$ cat src/loader_pkg.sv
// Shared definitions for the media image loader
// Address width, download byte and memory write records
// Image kind enum and cartridge header records
// CRT layout constants and the BASIC pointer address list

package loader_pkg;

	// ========================================================================
	// Widths and records
	// ========================================================================

	// Memory address width, also the width of the download offset
	localparam int ADDR_W = 25;

	typedef struct packed {
		logic [ADDR_W-1:0] offset;
		logic [7:0]        data;
	} dl_byte_t;

	typedef struct packed {
		logic [ADDR_W-1:0] addr;
		logic [7:0]        data;
	} mem_wr_t;

	// Index 4 is a program file, 5 and 0xC0 are cartridges
	typedef enum logic [1:0] {
		IMG_NONE,
		IMG_PRG,
		IMG_CRT
	} image_kind_e;

	typedef struct packed {
		logic [15:0] id;
		logic [7:0]  exrom;
		logic [7:0]  game;
	} cart_info_t;

	typedef struct packed {
		logic [7:0]        chip_type;
		logic [15:0]       bank;
		logic [15:0]       load_addr;
		logic [15:0]       size;
		logic [ADDR_W-1:0] base;
	} bank_rec_t;

	// ========================================================================
	// Image layout constants
	// ========================================================================

	// First chip packet follows the 64 byte file header
	localparam logic [ADDR_W-1:0] CRT_HDR_END = 25'h40;
	localparam int CHIP_HDR_LEN = 16;
	// Each packet starts on an 8 KB boundary
	localparam int BANK_ALIGN_W = 13;

	// Page zero pointers set after a program load
	localparam int BASIC_PTR_COUNT = 12;
	localparam logic [7:0] BASIC_PTR_ADDR [BASIC_PTR_COUNT] = '{
		8'h2B, 8'h2C, 8'h2D, 8'h2E, 8'h2F, 8'h30,
		8'h31, 8'h32, 8'hAC, 8'hAD, 8'hAE, 8'hAF
	};

endpackage

$ cat src/image_parser.sv
// Download parser for program and cartridge images
// Index decode into the image kind
// PRG load address and end address tracking
// CRT file header and chip packet header parsing
// Write address generation with 8 KB bank alignment
// One registered write towards the memory port

module image_parser
	import loader_pkg::*;
#(
	parameter logic [ADDR_W-1:0] CRT_BASE = 25'h100000
) (
	input  logic              clk_sys,
	input  logic              reset_n,
	input  logic              dl_active_i,
	input  logic [7:0]        dl_index_i,
	input  logic              dl_valid_i,
	input  dl_byte_t          dl_byte_i,
	output logic              dl_ready_o,
	output logic              pw_valid_o,
	output mem_wr_t           pw_wr_o,
	input  logic              pw_ready_i,
	output logic              prg_done_o,
	output logic [15:0]       prg_end_o,
	output cart_info_t        cart_info_o,
	output logic              cart_attached_o,
	output bank_rec_t         bank_rec_o,
	output logic              bank_valid_o
);

	image_kind_e       kind;
	logic [ADDR_W-1:0] dl_off;
	logic [ADDR_W-1:0] wr_addr;
	logic [ADDR_W-1:0] aligned_addr;
	logic              accept;
	logic              active_q;
	logic              dl_rise;
	logic              dl_fall;
	logic              crt_body;
	logic              pkt_start;
	logic              in_chip_hdr;
	logic              data_byte;
	logic [3:0]        hdr_cnt;
	logic [31:0]       blk_left;

	always_comb begin
		case (dl_index_i)
			8'h04:        kind = IMG_PRG;
			8'h05, 8'hC0: kind = IMG_CRT;
			default:      kind = IMG_NONE;
		endcase
	end

	// Stall the host while a write is still waiting
	assign dl_ready_o = !pw_valid_o || pw_ready_i;
	assign accept     = dl_valid_i && dl_ready_o;
	assign dl_off     = dl_byte_i.offset;
	assign dl_rise    = dl_active_i && !active_q;
	assign dl_fall    = !dl_active_i && active_q;

	// Byte classification inside the chip packet area
	assign crt_body    = (kind == IMG_CRT) && (dl_off >= CRT_HDR_END);
	assign pkt_start   = crt_body && (blk_left == '0) && (hdr_cnt == '0);
	assign in_chip_hdr = crt_body && (hdr_cnt != '0);
	assign data_byte   = ((kind == IMG_PRG) && (dl_off >= ADDR_W'(2))) ||
		(crt_body && !pkt_start && !in_chip_hdr);

	// Round up to the next bank boundary unless already there
	assign aligned_addr = (wr_addr[BANK_ALIGN_W-1:0] == '0) ? wr_addr :
		{wr_addr[ADDR_W-1:BANK_ALIGN_W] + 1'b1, {BANK_ALIGN_W{1'b0}}};

	// ========================================================================
	// Control state
	// ========================================================================

	always_ff @(posedge clk_sys) begin
		if (!reset_n) begin
			active_q        <= 1'b0;
			pw_valid_o      <= 1'b0;
			bank_valid_o    <= 1'b0;
			prg_done_o      <= 1'b0;
			cart_attached_o <= 1'b0;
			hdr_cnt         <= '0;
			blk_left        <= '0;
		end else begin
			active_q     <= dl_active_i;
			bank_valid_o <= 1'b0;
			prg_done_o   <= dl_fall && (kind == IMG_PRG);

			if (pw_ready_i)
				pw_valid_o <= 1'b0;

			if (dl_rise && kind == IMG_CRT) begin
				cart_attached_o <= 1'b0;
				hdr_cnt         <= '0;
				blk_left        <= '0;
			end
			if (dl_fall && kind == IMG_CRT)
				cart_attached_o <= 1'b1;

			if (accept) begin
				if (data_byte)
					pw_valid_o <= 1'b1;
				if (crt_body && data_byte)
					blk_left <= blk_left - 32'd1;
				// Counter wraps to zero after packet byte 15
				if (pkt_start || in_chip_hdr)
					hdr_cnt <= hdr_cnt + 4'd1;
				if (in_chip_hdr) begin
					case (hdr_cnt)
						4'd4:  blk_left[31:24] <= dl_byte_i.data;
						4'd5:  blk_left[23:16] <= dl_byte_i.data;
						4'd6:  blk_left[15:8]  <= dl_byte_i.data;
						4'd7:  blk_left[7:0]   <= dl_byte_i.data;
						// Length includes the packet header
						4'd8:  blk_left        <= blk_left - CHIP_HDR_LEN;
						4'd15: bank_valid_o    <= 1'b1;
						default: ;
					endcase
				end
			end
		end
	end

	// ========================================================================
	// Addresses, header fields and write payload
	// ========================================================================

	always_ff @(posedge clk_sys) begin
		if (accept) begin
			if (data_byte) begin
				pw_wr_o <= '{addr: wr_addr, data: dl_byte_i.data};
				wr_addr <= wr_addr + 1'b1;
			end

			if (kind == IMG_PRG) begin
				if (dl_off == '0) begin
					wr_addr         <= ADDR_W'(dl_byte_i.data);
					prg_end_o[7:0]  <= dl_byte_i.data;
				end else if (dl_off == ADDR_W'(1)) begin
					wr_addr         <= ADDR_W'({dl_byte_i.data, wr_addr[7:0]});
					prg_end_o[15:8] <= dl_byte_i.data;
				end else begin
					prg_end_o       <= prg_end_o + 16'd1;
				end
			end

			if (kind == IMG_CRT) begin
				case (dl_off)
					'h00: wr_addr           <= CRT_BASE;
					'h16: cart_info_o.id[15:8] <= dl_byte_i.data;
					'h17: cart_info_o.id[7:0]  <= dl_byte_i.data;
					'h18: cart_info_o.exrom    <= dl_byte_i.data;
					'h19: cart_info_o.game     <= dl_byte_i.data;
					default: ;
				endcase

				if (pkt_start) begin
					wr_addr         <= aligned_addr;
					bank_rec_o.base <= aligned_addr;
				end

				if (in_chip_hdr) begin
					case (hdr_cnt)
						4'd9:  bank_rec_o.chip_type       <= dl_byte_i.data;
						4'd10: bank_rec_o.bank[15:8]      <= dl_byte_i.data;
						4'd11: bank_rec_o.bank[7:0]       <= dl_byte_i.data;
						4'd12: bank_rec_o.load_addr[15:8] <= dl_byte_i.data;
						4'd13: bank_rec_o.load_addr[7:0]  <= dl_byte_i.data;
						4'd14: bank_rec_o.size[15:8]      <= dl_byte_i.data;
						4'd15: bank_rec_o.size[7:0]       <= dl_byte_i.data;
						default: ;
					endcase
				end
			end
		end
	end

endmodule

$ cat src/basic_ptr_init.sv
// Page zero BASIC pointer writer
// Steps through the pointer list after a program download
// Data per address follows what a LOAD command leaves behind

module basic_ptr_init
	import loader_pkg::*;
(
	input  logic        clk_sys,
	input  logic        reset_n,
	input  logic        prg_done_i,
	input  logic [15:0] prg_end_i,
	output logic        iw_valid_o,
	output mem_wr_t     iw_wr_o,
	input  logic        iw_ready_i,
	output logic        busy_o
);

	localparam int IDX_W = $clog2(BASIC_PTR_COUNT);

	logic [IDX_W-1:0] idx;
	logic [15:0]      end_q;
	logic [7:0]       ptr_addr;
	logic [7:0]       ptr_data;

	always_ff @(posedge clk_sys) begin
		if (!reset_n) begin
			busy_o <= 1'b0;
			idx    <= '0;
		end else if (prg_done_i) begin
			busy_o <= 1'b1;
			idx    <= '0;
		end else if (busy_o && iw_ready_i) begin
			if (idx == IDX_W'(BASIC_PTR_COUNT - 1))
				busy_o <= 1'b0;
			else
				idx <= idx + 1'b1;
		end
	end

	// End address held for the whole sequence
	always_ff @(posedge clk_sys) begin
		if (prg_done_i)
			end_q <= prg_end_i;
	end

	always_comb begin
		ptr_addr = BASIC_PTR_ADDR[idx];
		case (ptr_addr)
			// Text start stays at its reset value
			8'h2B: ptr_data = 8'h01;
			8'h2C: ptr_data = 8'h08;
			// Variable, array, string and load end pointers
			8'h2D, 8'h2F, 8'h31, 8'hAE: ptr_data = end_q[7:0];
			8'h2E, 8'h30, 8'h32, 8'hAF: ptr_data = end_q[15:8];
			default: ptr_data = 8'h00;
		endcase
	end

	assign iw_valid_o = busy_o;
	assign iw_wr_o    = '{addr: ADDR_W'(ptr_addr), data: ptr_data};

endmodule

$ cat src/mem_write_port.sv
// Memory write port
// Fixed priority select between parser and pointer writer
// One entry output register that reloads while it drains

module mem_write_port
	import loader_pkg::*;
(
	input  logic    clk_sys,
	input  logic    reset_n,
	input  logic    pw_valid_i,
	input  mem_wr_t pw_wr_i,
	output logic    pw_ready_o,
	input  logic    iw_valid_i,
	input  mem_wr_t iw_wr_i,
	output logic    iw_ready_o,
	output logic    mem_valid_o,
	output mem_wr_t mem_wr_o,
	input  logic    mem_ready_i
);

	logic slot_open;

	// Register is empty or hands its write over this cycle
	assign slot_open = !mem_valid_o || mem_ready_i;

	// Parser wins over the pointer writer
	assign pw_ready_o = pw_valid_i && slot_open;
	assign iw_ready_o = iw_valid_i && !pw_valid_i && slot_open;

	always_ff @(posedge clk_sys) begin
		if (!reset_n) begin
			mem_valid_o <= 1'b0;
		end else if (slot_open) begin
			mem_valid_o <= pw_valid_i || iw_valid_i;
		end
	end

	always_ff @(posedge clk_sys) begin
		if (pw_ready_o)
			mem_wr_o <= pw_wr_i;
		else if (iw_ready_o)
			mem_wr_o <= iw_wr_i;
	end

endmodule

$ cat src/image_loader_top.sv
// Image loader top level
// Parser, BASIC pointer writer and memory write port

module image_loader_top
	import loader_pkg::*;
#(
	parameter logic [ADDR_W-1:0] CRT_BASE = 25'h100000
) (
	input  logic       clk_sys,
	input  logic       reset_n,
	input  logic       dl_active_i,
	input  logic [7:0] dl_index_i,
	input  logic       dl_valid_i,
	input  dl_byte_t   dl_byte_i,
	output logic       dl_ready_o,
	output logic       mem_valid_o,
	output mem_wr_t    mem_wr_o,
	input  logic       mem_ready_i,
	output cart_info_t cart_info_o,
	output logic       cart_attached_o,
	output bank_rec_t  bank_rec_o,
	output logic       bank_valid_o,
	output logic       busy_o
);

	logic        pw_valid;
	mem_wr_t     pw_wr;
	logic        pw_ready;
	logic        iw_valid;
	mem_wr_t     iw_wr;
	logic        iw_ready;
	logic        prg_done;
	logic [15:0] prg_end;

	image_parser #(
		.CRT_BASE(CRT_BASE)
	) image_parser_i (
		.clk_sys        (clk_sys),
		.reset_n        (reset_n),
		.dl_active_i    (dl_active_i),
		.dl_index_i     (dl_index_i),
		.dl_valid_i     (dl_valid_i),
		.dl_byte_i      (dl_byte_i),
		.dl_ready_o     (dl_ready_o),
		.pw_valid_o     (pw_valid),
		.pw_wr_o        (pw_wr),
		.pw_ready_i     (pw_ready),
		.prg_done_o     (prg_done),
		.prg_end_o      (prg_end),
		.cart_info_o    (cart_info_o),
		.cart_attached_o(cart_attached_o),
		.bank_rec_o     (bank_rec_o),
		.bank_valid_o   (bank_valid_o)
	);

	basic_ptr_init basic_ptr_init_i (
		.clk_sys   (clk_sys),
		.reset_n   (reset_n),
		.prg_done_i(prg_done),
		.prg_end_i (prg_end),
		.iw_valid_o(iw_valid),
		.iw_wr_o   (iw_wr),
		.iw_ready_i(iw_ready),
		.busy_o    (busy_o)
	);

	mem_write_port mem_write_port_i (
		.clk_sys    (clk_sys),
		.reset_n    (reset_n),
		.pw_valid_i (pw_valid),
		.pw_wr_i    (pw_wr),
		.pw_ready_o (pw_ready),
		.iw_valid_i (iw_valid),
		.iw_wr_i    (iw_wr),
		.iw_ready_o (iw_ready),
		.mem_valid_o(mem_valid_o),
		.mem_wr_o   (mem_wr_o),
		.mem_ready_i(mem_ready_i)
	);

endmodule

$ cat config.mk
export PLATFORM = sky130hd
export DESIGN_NAME = image_loader_top
export DESIGN_NICKNAME = d
export VERILOG_FILES = /design/src/loader_pkg.sv /design/src/image_parser.sv /design/src/basic_ptr_init.sv /design/src/mem_write_port.sv /design/src/image_loader_top.sv
export SDC_FILE = /design/constraint.sdc
export NUM_CORES = 1
export LEC_CHECK = 0
export BUFFER_PORTS_ARGS = -buffer_cell sky130_fd_sc_hd__buf_2
export CAP_MARGIN = 20
export CORE_ASPECT_RATIO = 0.6
export CORE_MARGIN = 10
export CORE_UTILIZATION = 39
export CTS_CLUSTER_SIZE = 12
export DETAILED_ROUTE_END_ITERATION = 6
export SLEW_MARGIN = 20
export SYNTH_ARGS = -nofsm -noshare
export SYNTH_HDL_FRONTEND = slang
export SYNTH_HIERARCHICAL = 1
export SYNTH_SLANG_ARGS = --single-unit
$ cat constraint.sdc
create_clock -name clk_sys -period 3.7 [get_ports clk_sys]
set_input_delay 0.185 -clock clk_sys [delete_from_list [all_inputs] [get_ports clk_sys]]
set_output_delay 0.185 -clock clk_sys [all_outputs]
set_load 0.02 [all_outputs]
# Word-level counts from Yosys, hierarchy flattened
# Memory sizes are Yosys's and may differ from the RTL's.
# Cells that the tools add are included.
[word_totals]
register_bits = 283
rom_bits = 128
inputBits = 46
out_inout_bits = 151
elab_cells = 176
n_memories = 1
[classes]
add_sub_neg = 7
n_lt_le_gt_ge = 3
n_eq_ne = 34
n_mux = 37
bitwise = 4
reduce_logical = 60
[mem_list]
columns = ["memory", "words", "width", "read_ports", "rd_clocked_by_memory_dff", "write_ports", "line_no", "text"]
rows = [
  ["(no name shown)", 16, 8, 1, 0, 0, "basic_ptr_init.sv:47", "ptr_addr = BASIC_PTR_ADDR[idx];"],
]
[ops]
columns = ["operator", "count"]
rows = [
  ["25-bit 2-to-1 mux", 8],
  ["32-bit 2-to-1 mux", 4],
  ["25-bit by 5-bit == test with 1-bit output (second input constant)", 4],
  ["33-bit 2-to-1 mux", 2],
  ["8-bit by 6-bit == test with 1-bit output (second input constant)", 8],
  ["8-bit one-hot mux with 2 select lines", 4],
  ["8-bit 2-to-1 mux", 5],
  ["4-bit == test (second input constant)", 9],
  ["32-bit logical NOT", 1],
  ["8-bit one-hot mux with 4 select lines", 1],
  ["32-bit by 1-bit subtractor with 32-bit output (second input constant)", 1],
  ["32-bit by 5-bit subtractor with 32-bit output (second input constant)", 1],
  ["4-bit AND reduction", 7],
  ["25-bit by 1-bit adder with 25-bit output (second input constant)", 1],
  ["25-bit by 1-bit == test with 1-bit output (second input constant)", 1],
  ["25-bit by 2-bit greater-or-equal comparator with 1-bit output (second input constant)", 1],
  ["25-bit by 7-bit greater-or-equal comparator with 1-bit output (second input constant)", 1],
  ["25-bit logical NOT", 1],
  ["8-bit == test (second input constant)", 3],
  ["3-bit AND reduction", 8],
  ["1-bit logical AND", 18],
  ["16-bit by 1-bit adder with 16-bit output (second input constant)", 1],
  ["4-bit by 3-bit == test with 1-bit output (second input constant)", 4],
  ["8-bit by 3-bit == test with 1-bit output (second input constant)", 2],
  ["other kinds (20)", 49],
]

# Depth between registers and ports, before layout
# Gate-level depths: netlist of the first run.
[depth]
word_depth = 18
depth_mapped = 14
depth_no_buf = 11

# Modules after synthesis
# The synthesis of the first run kept the hierarchy.
[modules_own_cells]
columns = ["module", "instances", "cells_per_inst", "area_each_um2", "seq_area_each_um2"]
rows = [
  ["image_parser", 1, 1013, 11123.2, 6436.2],
  ["mem_write_port", 1, 78, 1612.8, 1011.0],
  ["basic_ptr_init", 1, 104, 1182.4, 580.6],
]

# Worst setup path before layout of the first run
# OpenSTA, ideal clock, no wires.
[synth_timing]
path_kind = "reg2reg"
from = "reg mem_write_port_i.mem_valid_o"
to = "reg, netlist name image_parser_i/cart_info_o[10]"
setup_time_ns = 0.385
arrival_time_ns = 3.062
required_ns = 3.315
path_slack_ns = 0.252
path_stages_with_launch = 12
path_buffers = 2
period_less_slack_ns = 3.448
cell_sequence = "dfxtp_1 nor2b_4 nand2b_4 buf_6 buf_8 inv_1 nand2b_1 nand2_1 inv_1 nand3b_1 nor3_1 nor3b_1"
[synth_between]
elab_chain_len = 6
[synth_rtl]
columns = ["element", "line_no", "text"]
rows = [
  ["start: declaration", "mem_write_port.sv:16", "output logic mem_valid_o,"],
  ["start signal: assignment", "mem_write_port.sv:34", "mem_valid_o <= pw_valid_i || iw_valid_i;"],
  ["1-bit logical NOT", "mem_write_port.sv:24", "assign slot_open = !mem_valid_o || mem_ready_i;"],
  ["1-bit logical OR", "mem_write_port.sv:24", ""],
  ["1-bit logical AND", "mem_write_port.sv:27", "assign pw_ready_o = pw_valid_i && slot_open;"],
  ["named net pw_ready", "image_loader_top.sv:28", "logic pw_ready;"],
  ["1-bit logical OR", "image_parser.sv:55", "assign dl_ready_o = !pw_valid_o || pw_ready_i;"],
  ["named net dl_ready_o", "image_loader_top.sv:15", "output logic dl_ready_o,"],
  ["1-bit logical AND", "image_parser.sv:56", "assign accept = dl_valid_i && dl_ready_o;"],
  ["named net image_parser_i.accept", "image_parser.sv:35", "logic accept;"],
  ["3-bit AND reduction (no line)", "--", ""],
]
# The timed path passes the listed nets, and every way through them passes these cells.
# A chain may end at the register's enable or synchronous reset.

# Final worst setup path of the first run
[layout_timing]
from = "reg image_parser_i.blk_left[4]"
to = "reg image_parser_i/pw_wr_o[31] in the netlist's numbering (enable)"
[layout_between]
elab_chain_len = 8
[layout_rtl]
columns = ["element", "line_no", "text"]
rows = [
  ["start: declaration", "image_parser.sv:44", "logic [31:0] blk_left;"],
  ["start signal: assignment", "image_parser.sv:105", "blk_left <= blk_left - 32'd1;"],
  ["start signal: assignment", "image_parser.sv:114", "4'd7: blk_left[7:0] <= dl_byte_i.data;"],
  ["start signal: assignment", "image_parser.sv:116", "4'd8: blk_left <= blk_left - CHIP_HDR_LEN;"],
  ["32-bit logical NOT", "image_parser.sv:63", "assign pkt_start = crt_body && (blk_left == '0) && (hdr_cnt == '0);"],
  ["1-bit logical AND (2 in series)", "image_parser.sv:63", ""],
  ["1-bit logical NOT", "image_parser.sv:66", "(crt_body && !pkt_start && !in_chip_hdr);"],
  ["1-bit logical AND (2 in series)", "image_parser.sv:66", ""],
  ["1-bit logical OR", "image_parser.sv:65", "assign data_byte = ((kind == IMG_PRG) && (dl_off >= ADDR_W'(2))) ||"],
  ["2-bit AND reduction (no line)", "--", ""],
  ["end signal: assignment", "image_parser.sv:132", "pw_wr_o <= '{addr: wr_addr, data: dl_byte_i.data};"],
  ["end: declaration", "image_parser.sv:21", "output mem_wr_t pw_wr_o,"],
]
# No other way between the ends.

==> results of run 1 <==
## cell type report
| class | instances | area share |
|---|---|---|
| sequential | 283 | 0.4935 |
| inverter | 24 | 0.005538 |
| timing repair buffer | 233 | 0.07830 |
| tap | 467 | 0.03592 |
| clock buffer | 46 | 0.04853 |
| multi-input combinational | 830 | 0.3341 |
| clock inverter | 7 | 0.004153 |
## power groups by stage
stage,Clock (uW),Combinational (uW),Sequential (uW)
after global routing,2940,241,3500
after CTS,2810,221,3500
after global placement,0,217,3560
after floorplan,0,126,3550
after detailed placement,0,219,3560
final,2750,223,3500
## metal layers
metal | GRT usage | wire length (um) | vias to the layer above
met5 | 0 | 0 | -
met4 | 0.05051 | 1224 | 0
met3 | 0.04513 | 3922 | 84
met2 | 0.2795 | 18620 | 513
met1 | 0.2659 | 18870 | 5161
li1 | - | - | 4943
## synth_stat cells (5+ instances only)
cell,number
a211oi_1,7
o211ai_1,12
edfxtp_1,236
and3_1,26
nand3_1,62
xor2_1,32
and4_1,6
nor4_2,5
inv_1,22
nand3b_1,7
nand2_1,81
a32oi_1,5
a22oi_1,22
nand2b_1,9
o21ai_1,9
clkbuf_1,38
nor3_1,41
or3_1,10
buf_2,12
a21oi_1,61
mux2i_1,5
and2_1,17
dfxtp_1,47
o22ai_1,14
buf_4,24
a22o_1,9
nor3b_1,7
a31oi_1,15
nor2_1,79
nand4_1,27
nor4_1,25
ha_1,13
mux2_2,7
o21a_1,10
xnor2_1,25
o21ai_0,41
mux2_4,29
or4_1,6
## registers in the layout, summed over array words and instances, names as in the netlist, 4 cells and up
register	count
image_parser_i/bank_rec_o	81
image_parser_i/prg_end_o	16
image_parser_i/cart_info_o	32
basic_ptr_init_i/end_q	16
image_parser_i/pw_wr_o	33
mem_write_port_i/mem_wr_o	33
image_parser_i/hdr_cnt	4
image_parser_i/blk_left	32
basic_ptr_init_i/idx	4
image_parser_i/wr_addr	25
## what timing repair did
| item | in CTS | in global routing |
|---|---|---|
| hold buffers | 1 | 0 |
| gates resized for setup | 0 | 0 |
| hold endpoints to repair | 3 | 0 |
## stage by stage
stage / instances / utilization / total power (uW) / cell area, sq um
after CTS: 1890 / 0.4636 / 6523 / 16260
after detailed placement: 1836 / 0.4389 / 3783 / 15400
after global routing: 1890 / 0.4637 / 6682 / 16270
final: 1890 / 0.4637 / 6473 / 16270
after floorplan: 1222 / - / 3674 / 14020
after global placement: 1836 / 0.4389 / 3779 / 15400
## critical path, stage by stage (launching register included)
cell and delay (ps):
dfxtp_1 470, inv_1 100, ha_1 300, nor4b_1 180, nand4_1 220, o21ai_1 110
buf_4 190, o21ai_2 720, nand2_1 170, inv_1 140, buf_12 220
## cell families (layout without fill, tap and decap cells)
logic type,after synthesis,after routing,share of synthesized area
DFF,283,283,0.5768
xor gates and xnor gates,57,57,0.03587
AOI/OAI and AO/OA,252,252,0.1216
muxes,42,42,0.04135
adders and majority gates,13,13,0.01169
and+or+nand+nor,436,436,0.1704
buffers and inverters,109,310,0.04153
other,3,30,0.0008090
## how the worst max path moves through the flow
stage | start | to | cells after the start
finish | image_parser_i/blk_left[4] | image_parser_i/pw_wr_o[31] | 10
detailed placement | image_parser_i/hdr_cnt[0] | image_parser_i/pw_wr_o[7] | 9
CTS | image_parser_i/hdr_cnt[0] | image_parser_i/pw_wr_o[6] | 9
floorplan | mem_write_port_i/mem_valid_o | image_parser_i/cart_info_o[10] | 11
global route | image_parser_i/hdr_cnt[0] | image_parser_i/wr_addr[22] | 9
global placement | image_parser_i/hdr_cnt[0] | image_parser_i/pw_wr_o[31] | 9
==> summary.md, run 1 <==
| Metric | Value |
|---|---|
| Synth Instances | ~1200 |
| Register area share after synthesis | 0.5768 |
| CP Data Arrival Time | 3420 ps |
| Slew @ Worst Pin | roughly 1100 ps |
| Clk Latency, worst-skew pair | 570 ps |
| Initial DRC count | ~1200 |
| Initial Util | 0.3968 |
| Lkg Pwr | between 0.005 and 0.006 uW |
| Area contributors post-synth | edfxtp_1 (51%), dfxtp_1 (6.8%), mux2_4 (3.1%), nand3_1 (2.2%), a21oi_1 (2.2%) |
| Clock Power Share | 0.425 |
| ANT nets after route | 0 |
| Vias in the first global route | around 10000 |
| Max Cap Viol | 0 |
| Worst r2r src | image_parser_i/blk_left[4] |
| Mapped cell area | between 10000 and 15000 sq um |
| Reg area | about 8000 sq um |
| Outcome | finished, final reports clean |
| RSZ-0062 raised after global routing | no |
| Buffers on Ports | 196 |
| Yosys Warn Count | 6 |
| First-pass GRT wire length | roughly 65 mm |
| # Post-CTS Setup Buffers | 0 |
| Fillers | approximately 3200 |
| Setup ws final | around 530 ps |
| Flop pwr share | 0.540 |
| Final HPWL DP | a little over 30 mm |
| Largest net degree at the start of global routing | 34 |
| Slew Limit Fails | 0 |
| WL/cell | between 20 and 25 um |
| Setup WS pre-CTS | around 620 ps |
| Fin Hold WS | 50.19 ps |
| Crit path max fanout | 33 |
| Setup-failing EPs final | 0 |
| Gate power share | 0.035 |
| # nets final | between 1000 and 1500 |
| Final hold viol count | 0 |
| # rows | 53 |
| Max Root-Sink Buffers | 3 |
| Yosys cell types | between 80 and 90 |
| Total wire length | around 43 mm |
| Layout cells sized above 1 | 0.2361 |
| Layout Area Growth over Synthesis | 16.88% |
| Die area | 43890 sq um |
| CP startpoint kind | flip-flop |
| Fin Clk Skew | ~24 ps |
| Fmax | 315.9 MHz |
| Worst hold path type | input pin to flip-flop |
| Top-level I/O count | a little under 200 |
| Avg Cell Area, Syn | around 12 sq um |
| CTS root buf | clkbuf_16 |
| Fin crit period | 3166 ps |
| Die height | 166.3 um |
| Worst VDD drop | between 0.3 and 0.4 mV |
| Multi-input combinational cell area | between 5000 and 6000 sq um |
| Core area | approximately 35000 sq um |
| Hold depth | 3 |
| Switching pwr | between 1000 and 1500 uW |
| Number of synthesized flops with an enable pin | 236 |
| Diode count | 0 |
| Min-Delay Startpoint | mem_ready_i |
| Dominant synthesized flop cell | edfxtp_1 |
| Number of remaining DRC errors | 0 |
| Critical path class | flip-flop to flip-flop |
| Die X | between 200 and 300 um |
| Ys async rst share | 0 |
| Inserted Clock Buffers | 29 |
| Initial antenna violation count | 0 |
| Max-Slew Margin vs Limit | 0.2719 |
| Synthesized flop and latch total | ~280 |
| CTS tree | built |
| TNS Setup | 0 ps |
| Gpl congestion | slightly below 1 |
| Post-DR vias/cell | approximately 5.7 |
| Cell Int Power | roughly 5100 uW |
| Worst R2R End | image_parser_i/pw_wr_o[31] |
| Commonest non-fill, non-tap cell in the layout | edfxtp_1 |
| Drt first pass iters | 5 |
| Yosys top cell area share | 0.5092 |
| Power Dens Cells | a little under 400 nW/um^2 |
| Period utilization | 0.8556 |
| Reg2reg path depth | 10 |
| CP required | slightly below 4000 ps |
| Worst reg2reg setup slack | 530 ps |
| TritonCTS Sinks | 283 |
| Worst-path clk slew | 70 ps |
| Most area-hungry cell type in the Yosys netlist | edfxtp_1 |
| Commonest non-fill, non-tap cells in the layout | edfxtp_1 (236), buf_2 (196), nand2_1 (81) |
| Gr usage total | 0.1874 |
| H-tree depth | 1 |
| Switching part of the total power | 0.2175 |
| Gr ovfl total | 0 |
| Worst Hold Path EP | mem_write_port_i/mem_valid_o |
| Via count | 10700 |
| Worst setup EP type | flip-flop |
(Power assumes the default switching activity.)
==> inputs of run 2 (changes only) <==
- PLACE_DENSITY: not set -> 0.7
- clock period: 3.7 -> 2.5 ns (I/O delays scaled with it)
==> run 2 against run 1 <==
The flow now finishes with violations (negative setup slack). Sequential power rose by 47%. Via count rose by 7.6%. Wire length rose by 4.0%. Critical path type unchanged. Highest routed layer unchanged.
==> summary.md, run 2 (same netlist as run 1, synthesis figures left out) <==
| Metric | Value |
|---|---|
| Outcome | finished, violations left |
| Violated checks | negative setup slack |
| Multi-input combinational cell area | 5733 sq um (+5.5%) |
| Drt first pass iters | 5 (unchanged) |
| Top-level I/O count | 197 (unchanged) |
| Die height | 166.3 um (unchanged) |
| Clock Power Share | 0.410 (-0.015) |
| Power Dens Cells | 526.2 nW/um^2 (+32%) |
| CTS root buf | clkbuf_16 |
| # rows | 53 (unchanged) |
| Worst setup EP type | flip-flop |
| Reg area | 8038 sq um (+0.12%) |
| RSZ-0062 raised after global routing | yes |
| Post-DR vias/cell | 5.600 (-1.1%) |
| Reg2reg path depth | 9 (-1) |
| Period utilization | 1.003 (+0.1477) |
| Buffers on Ports | 196 (unchanged) |
| # nets final | 1627 (+11%) |
| Max Cap Viol | 0 (unchanged) |
| Power, Total | 9413 uW (+45%) |
| Core area | 35080 sq um (unchanged) |
| Initial Util | 0.3968 (unchanged) |
| Setup ws final | -8.218 ps (-542.5 ps) |
| Gate power share | 0.042 (+0.007) |
| TNS Setup | -8.218 ps (-8.218 ps) |
| Final hold viol count | 0 (unchanged) |
| Max Root-Sink Buffers | 3 (unchanged) |
| Layout cells sized above 1 | 0.3461 (+0.1100) |
| Fin Clk Skew | 20.64 ps (-3.634 ps) |
| H-tree depth | 1 (unchanged) |
| Gpl congestion | 0.9514 (-2.3%) |
| TritonCTS Sinks | 283 (unchanged) |
| Cell Int Power | 7370 uW (+46%) |
| Slew @ Worst Pin | 817.9 ps (-269.4 ps) |
| Number of remaining DRC errors | 0 (unchanged) |
| CP startpoint kind | flip-flop |
| Via count | 11510 (+7.6%) |
| Setup-failing EPs final | 1 (+1) |
| Final HPWL DP | 32.38 mm (+6.3%) |
| CP Data Arrival Time | 2820 ps (-600 ps) |
| Switching part of the total power | 0.2170 (-0.0005284) |
| Diode count | 0 (unchanged) |
| Fin crit period | 2508 ps (-657.5 ps) |
| Total wire length | 44.33 mm (+4.0%) |
| Lkg Pwr | 0.006890 uW (+16%) |
| Gr ovfl total | 0 (unchanged) |
| Vias in the first global route | 11190 (+6.6%) |
| Clk Latency, worst-skew pair | 570 ps (about the same) |
| Gr usage total | 0.1924 (+0.004980) |
| Fmax | 398.7 MHz (+26%) |
| Max reg flops | 81 (unchanged) |
| Inserted Clock Buffers | 28 (-3.4%) |
| First-pass GRT wire length | 67.52 mm (+3.3%) |
| Crit path max fanout | 4 (-88%) |
| Switching pwr | 2043 uW (+45%) |
| CTS tree | built |
| Largest regs | image_parser_i/bank_rec_o x81, image_parser_i/pw_wr_o x33, mem_write_port_i/mem_wr_o x33 |
| Commonest non-fill, non-tap cell in the layout | edfxtp_1 |
| Die area | 43890 sq um (unchanged) |
| Initial DRC count | 1249 (+0.16%) |
| Max-Slew Margin vs Limit | 0.4540 (+0.1821) |
| Flop pwr share | 0.548 (+0.008) |
| WL/cell | 21.56 um (-4.4%) |
| Setup WS pre-CTS | -89.22 ps (-710.3 ps) |
| Worst hold path type | input pin to flip-flop |
| Largest Register | image_parser_i/bank_rec_o |
| Slew Limit Fails | 0 (unchanged) |
| CP required | 2810 ps (-1150 ps) |
| Initial antenna violation count | 0 (unchanged) |
| Largest net degree at the start of global routing | 34 (unchanged) |
| ANT nets after route | 0 (unchanged) |
| Worst-path clk slew | 70 ps (about the same) |
| Critical path class | flip-flop to flip-flop |
| Hold depth | 3 (unchanged) |
| Die X | 263.9 um (unchanged) |
| Layout Area Growth over Synthesis | 28.52% |
| Worst VDD drop | 0.4886 mV (+60%) |
| Commonest non-fill, non-tap cells in the layout | edfxtp_1 (236), buf_2 (196), buf_4 (193) |
| Fillers | 3046 (-6.2%) |
[run 2: changes by cell type in the layout (fill, tap and decap cells not counted), sizes merged]
| cell | change |
|---|---|
| clkbuf | -1 |
| clkinvlp | +2 |
| dlygate4sd3 | +2 |
| buf | +166 |
| clkinv | +2 |
| inv | -4 |
| bufinv | -1 |
[run 2: routing by layer]
layer,track usage,routed length (um),vias up
met1,0.2704,19540,5601
met4,0.03441,735,0
met2,0.2970,19760,559
met3,0.04734,4294,64
li1,-,-,5290
met5,0,0,-
[run 2: stage by stage]
stage / cells / hold WS [ps] / util / instance area [sq um]
6_report: 2056 / 35.43 / 0.5099 / 17890
5_1_grt: 2056 / 18.94 / 0.5099 / 17890
4_1_cts: 2051 / 6.327 / 0.5037 / 17670
3_5_place_dp: 1996 / 355.7 / 0.4782 / 16770
3_3_place_gp: 1996 / 346.0 / 0.4780 / 16770
2_1_floorplan: 1222 / 203.5 / - / 14130
[run 2: power groups by stage]
stage	combinational (uW)	sequential [uW]	clock (uW)
5_1_grt	420	5160	4150
3_5_place_dp	376	5260	0
6_report	394	5160	3860
4_1_cts	382	5160	3920
2_1_floorplan	191	5250	0
3_3_place_gp	372	5250	0
[run 2: layout make-up]
type	instances	share of cell area
repair buffers	401	0.1466
flip-flops and latches	283	0.4493
inverters	24	0.005596
multi-input cells	830	0.3205
well taps	467	0.03266
clock inverters	6	0.002028
clock buffers	45	0.04330
[run 2: worst max-delay path, stage by stage (launching register included)]
cell and delay, ps:
dfxtp_4 360, inv_4 60, ha_4 130, nor3b_4 290
nand3_4 160, or4_4 550, nand4_1 230, o311a_1 240
nor3b_1 70, o21a_1 170
[run 2: path summary, 6_finish.rpt]
path,start,to,slack (ps)
worst max-delay path,image_parser_i/blk_left[0],image_parser_i/wr_addr[21],-8
worst min-delay path,mem_ready_i,mem_write_port_i/mem_valid_o,40
worst max register to register,image_parser_i/blk_left[0],image_parser_i/wr_addr[21],-8
worst min register to register,image_parser_i/prg_end_o[15],basic_ptr_init_i/end_q[15],480
[run 2: timing repair]
| item | 4_1_cts | 5_1_grt |
|---|---|---|
| pin swaps | 1 | 8 |
| hold buffers | 3 | 0 |
| resized for setup | 6 | 42 |
| hold endpoints to repair | 7 | 0 |
| setup endpoints to repair | 24 | 126 |
| setup buffers | 1 | 5 |
==> inputs of run 3 (changes only) <==
- CORE_MARGIN: 10 -> not set
==> run 3 against run 2 <==
First-iteration DRC count rose by 5.8%. Design area up 0.17%. Global-route usage grew 3.5 points. Critical path type unchanged. The flow still finishes with violations (negative setup slack). Fmax fell by 1.4%. Setup slack got worse by 35 ps. Register-to-register slack lost 40 ps. Clock skew hardly changed. Flip-flop and latch count unchanged. Critical endpoint unchanged.
==> summary.md, run 3 (same netlist as run 1, synthesis figures left out) <==
| Metric | Value |
|---|---|
| # nets final | 1625 (-0.12%) |
| Core Util, Final | 0.5108 (+0.0008560) |
| Drt first pass iters | 5 (unchanged) |
| Die height | 148.3 um (-11%) |
| Clk Latency, worst-skew pair | 570 ps (about the same) |
| Gpl congestion | 0.9917 (+4.2%) |
| Worst path cell trace | inv_2 -> ha_4 -> buf_6 -> nor3b_4 -> nand3_4 -> or4_4 -> nand4_1 -> o311a_1 -> nor3b_1 -> o21a_1 |
| Vias in the first global route | 10900 (-2.6%) |
| First-pass GRT wire length | 63.61 mm (-5.8%) |
| Inserted Clock Buffers | 28 (unchanged) |
| TritonCTS Sinks | 283 (unchanged) |
| Via count | 11620 (+0.92%) |
| Max Cap Viol | 0 (unchanged) |
| Largest regs | image_parser_i/bank_rec_o x81, image_parser_i/pw_wr_o x33, mem_write_port_i/mem_wr_o x33 |
| Hold depth | 1 (-2) |
| CP startpoint kind | flip-flop |
| Worst-path clk slew | 80 ps (about the same) |
| Initial antenna violation count | 1 (+1) |
| Die area | 36470 sq um (-17%) |
| Period utilization | 1.017 (+0.01402) |
| ANT nets after route | 0 (unchanged) |
| Fillers | 3054 (+0.26%) |
| H-tree depth | 1 (unchanged) |
| Commonest non-fill, non-tap cell in the layout | edfxtp_1 |
| CP required | 2820 ps (about the same) |
| Clock Power Share | 0.414 (+0.004) |
| Crit path max fanout | 4 (unchanged) |
| Initial Util | 0.3968 (unchanged) |
| Number of remaining DRC errors | 0 (unchanged) |
| Max Root-Sink Buffers | 3 (unchanged) |
| Outcome | finished, violations left |
| # rows | 53 (unchanged) |
| Core area | 35080 sq um (unchanged) |
| Commonest non-fill, non-tap cells in the layout | edfxtp_1 (236), buf_2 (196), buf_4 (190) |
| Lkg Pwr | 0.006932 uW (+0.61%) |
| Post-DR vias/cell | 5.655 (+0.97%) |
| Max reg flops | 81 (unchanged) |
| Setup-failing EPs final | 2 (+1) |
| Fin crit period | 2543 ps (+35.04 ps) |
| Cell Int Power | 7384 uW (+0.18%) |
| RSZ-0062 raised after global routing | yes |
| Crit path buf inv count | 2 (+1) |
| Final hold viol count | 0 (unchanged) |
| Slew @ Worst Pin | 785.9 ps (-32.01 ps) |
| Switching pwr | 2077 uW (+1.7%) |
| Total wire length | 42.58 mm (-3.9%) |
| Critical path class | flip-flop to flip-flop |
| Top-level I/O count | 197 (unchanged) |
| Layout cells sized above 1 | 0.3457 (-0.0004118) |
| Gr usage total | 0.2270 (+0.03461) |
| Final HPWL DP | 30.52 mm (-5.8%) |
| Flop pwr share | 0.545 (-0.003) |
| Final instance area | 17920 sq um (+0.17%) |
| Die X | 245.9 um (-6.8%) |
| Largest net degree at the start of global routing | 34 (unchanged) |
| Fin Hold WS | 29.11 ps (-6.316 ps) |
| Max-Slew Margin vs Limit | 0.4753 (+0.02137) |
| Gr ovfl total | 0 (unchanged) |
| Reg2reg path depth | 10 (+1) |
| Worst hold path type | input pin to flip-flop |
| Layout Area Growth over Synthesis | 28.74% |
| Max incr delay on CP | 500 ps (-50 ps) |
| Initial DRC count | 1322 (+5.8%) |
| CTS tree | built |
| Setup ws final | -43.26 ps (-35.04 ps) |
| Diode count | 0 (unchanged) |
| Worst reg2reg setup slack | -40 ps (-40 ps) |
| Top cell family by delay on the critical path | simple AND/OR/NAND/NOR gates |
| Cell Area, Placed | 16690 sq um (-0.52%) |
| Worst VDD drop | 0.7269 mV (+49%) |
| Power, Total | 9460 uW (+0.51%) |
| Switching part of the total power | 0.2195 (+0.002514) |
| Buffers on Ports | 196 (unchanged) |
| Slew Limit Fails | 0 (unchanged) |
| Power Dens Cells | 528.0 nW/um^2 (+0.34%) |
| Largest Register | image_parser_i/bank_rec_o |
| CTS root buf | clkbuf_16 |
| Gate power share | 0.041 (about the same) |
| CP max-delay cell | or4_4 |
| Fin Clk Skew | 20.27 ps (-0.3659 ps) |
| Violated checks | negative setup slack |
| WL/cell | 20.72 um (-3.9%) |
| CP Depth | 10 (+1) |
| Fmax | 393.2 MHz (-1.4%) |
| CP Data Arrival Time | 2860 ps (+40 ps) |
| Worst setup EP type | flip-flop |
run 3: through the flow:
| stage | instances | TNS (ps) | setup slack [ps] |
|---|---|---|---|
| after floorplan | 1222 | -9289 | -243.7 |
| after detailed placement | 1985 | -647.3 | -155.9 |
| after global routing | 2055 | -303.8 | -115.4 |
| after global placement | 1985 | -579.8 | -240.2 |
| final | 2055 | -81.98 | -43.26 |
| after CTS | 2047 | -8.968 | -7.237 |
run 3: layer usage:
layer	vias to the layer above	track usage	wire [um]
met4	0	0.06863	1382
met1	5682	0.3387	19110
met5	-	0	0
met3	90	0.04764	4100
li1	5269	-	-
met2	579	0.3280	17990
run 3: worst paths after layout:
| kind | from | to |
|---|---|---|
| hold reg to reg | image_parser_i/prg_end_o[15] | basic_ptr_init_i/end_q[15] |
| hold / removal | dl_byte_i[3] | image_parser_i/bank_rec_o[36] |
| setup / recovery | image_parser_i/blk_left[4] | image_parser_i/wr_addr[21] |
| setup reg to reg | image_parser_i/blk_left[4] | image_parser_i/wr_addr[21] |
run 3: layout make-up:
type,count,area [sq um],share of cell area
flip-flops and latches,283,8034,0.4484
multi-input cells,830,5776,0.3223
repair buffers,399,2611,0.1457
clock buffers,48,785.8,0.04385
well taps,467,584.3,0.03261
inverters,24,97.59,0.005447
clock inverters,4,30.03,0.001676
run 3: power groups by stage:
| stage | clock (uW) | combinational (uW) | sequential (uW) |
|---|---|---|---|
| 6_report | 3910 | 390 | 5160 |
| 5_1_grt | 4160 | 414 | 5160 |
| 4_1_cts | 3970 | 377 | 5150 |
| 3_5_place_dp | 0 | 371 | 5260 |
| 3_3_place_gp | 0 | 364 | 5250 |
| 2_1_floorplan | 0 | 191 | 5250 |
run 3: worst reg2reg max path: cells and delay by family, from the launching register on:
family | cells | cell delay, ps
and+or+nand+nor | 5 | 1170
AOI/OAI and AO/OA | 2 | 500
DFF | 1 | 330
buffers and inverters | 2 | 160
adders and majority gates | 1 | 130
run 3: timing repair:
action,4_1_cts,5_1_grt
pin swaps,8,15
hold endpoints to repair,6,0
setup buffers,7,8
hold buffers,3,0
resized for setup,16,40
endpoints found under the setup margin,57,44
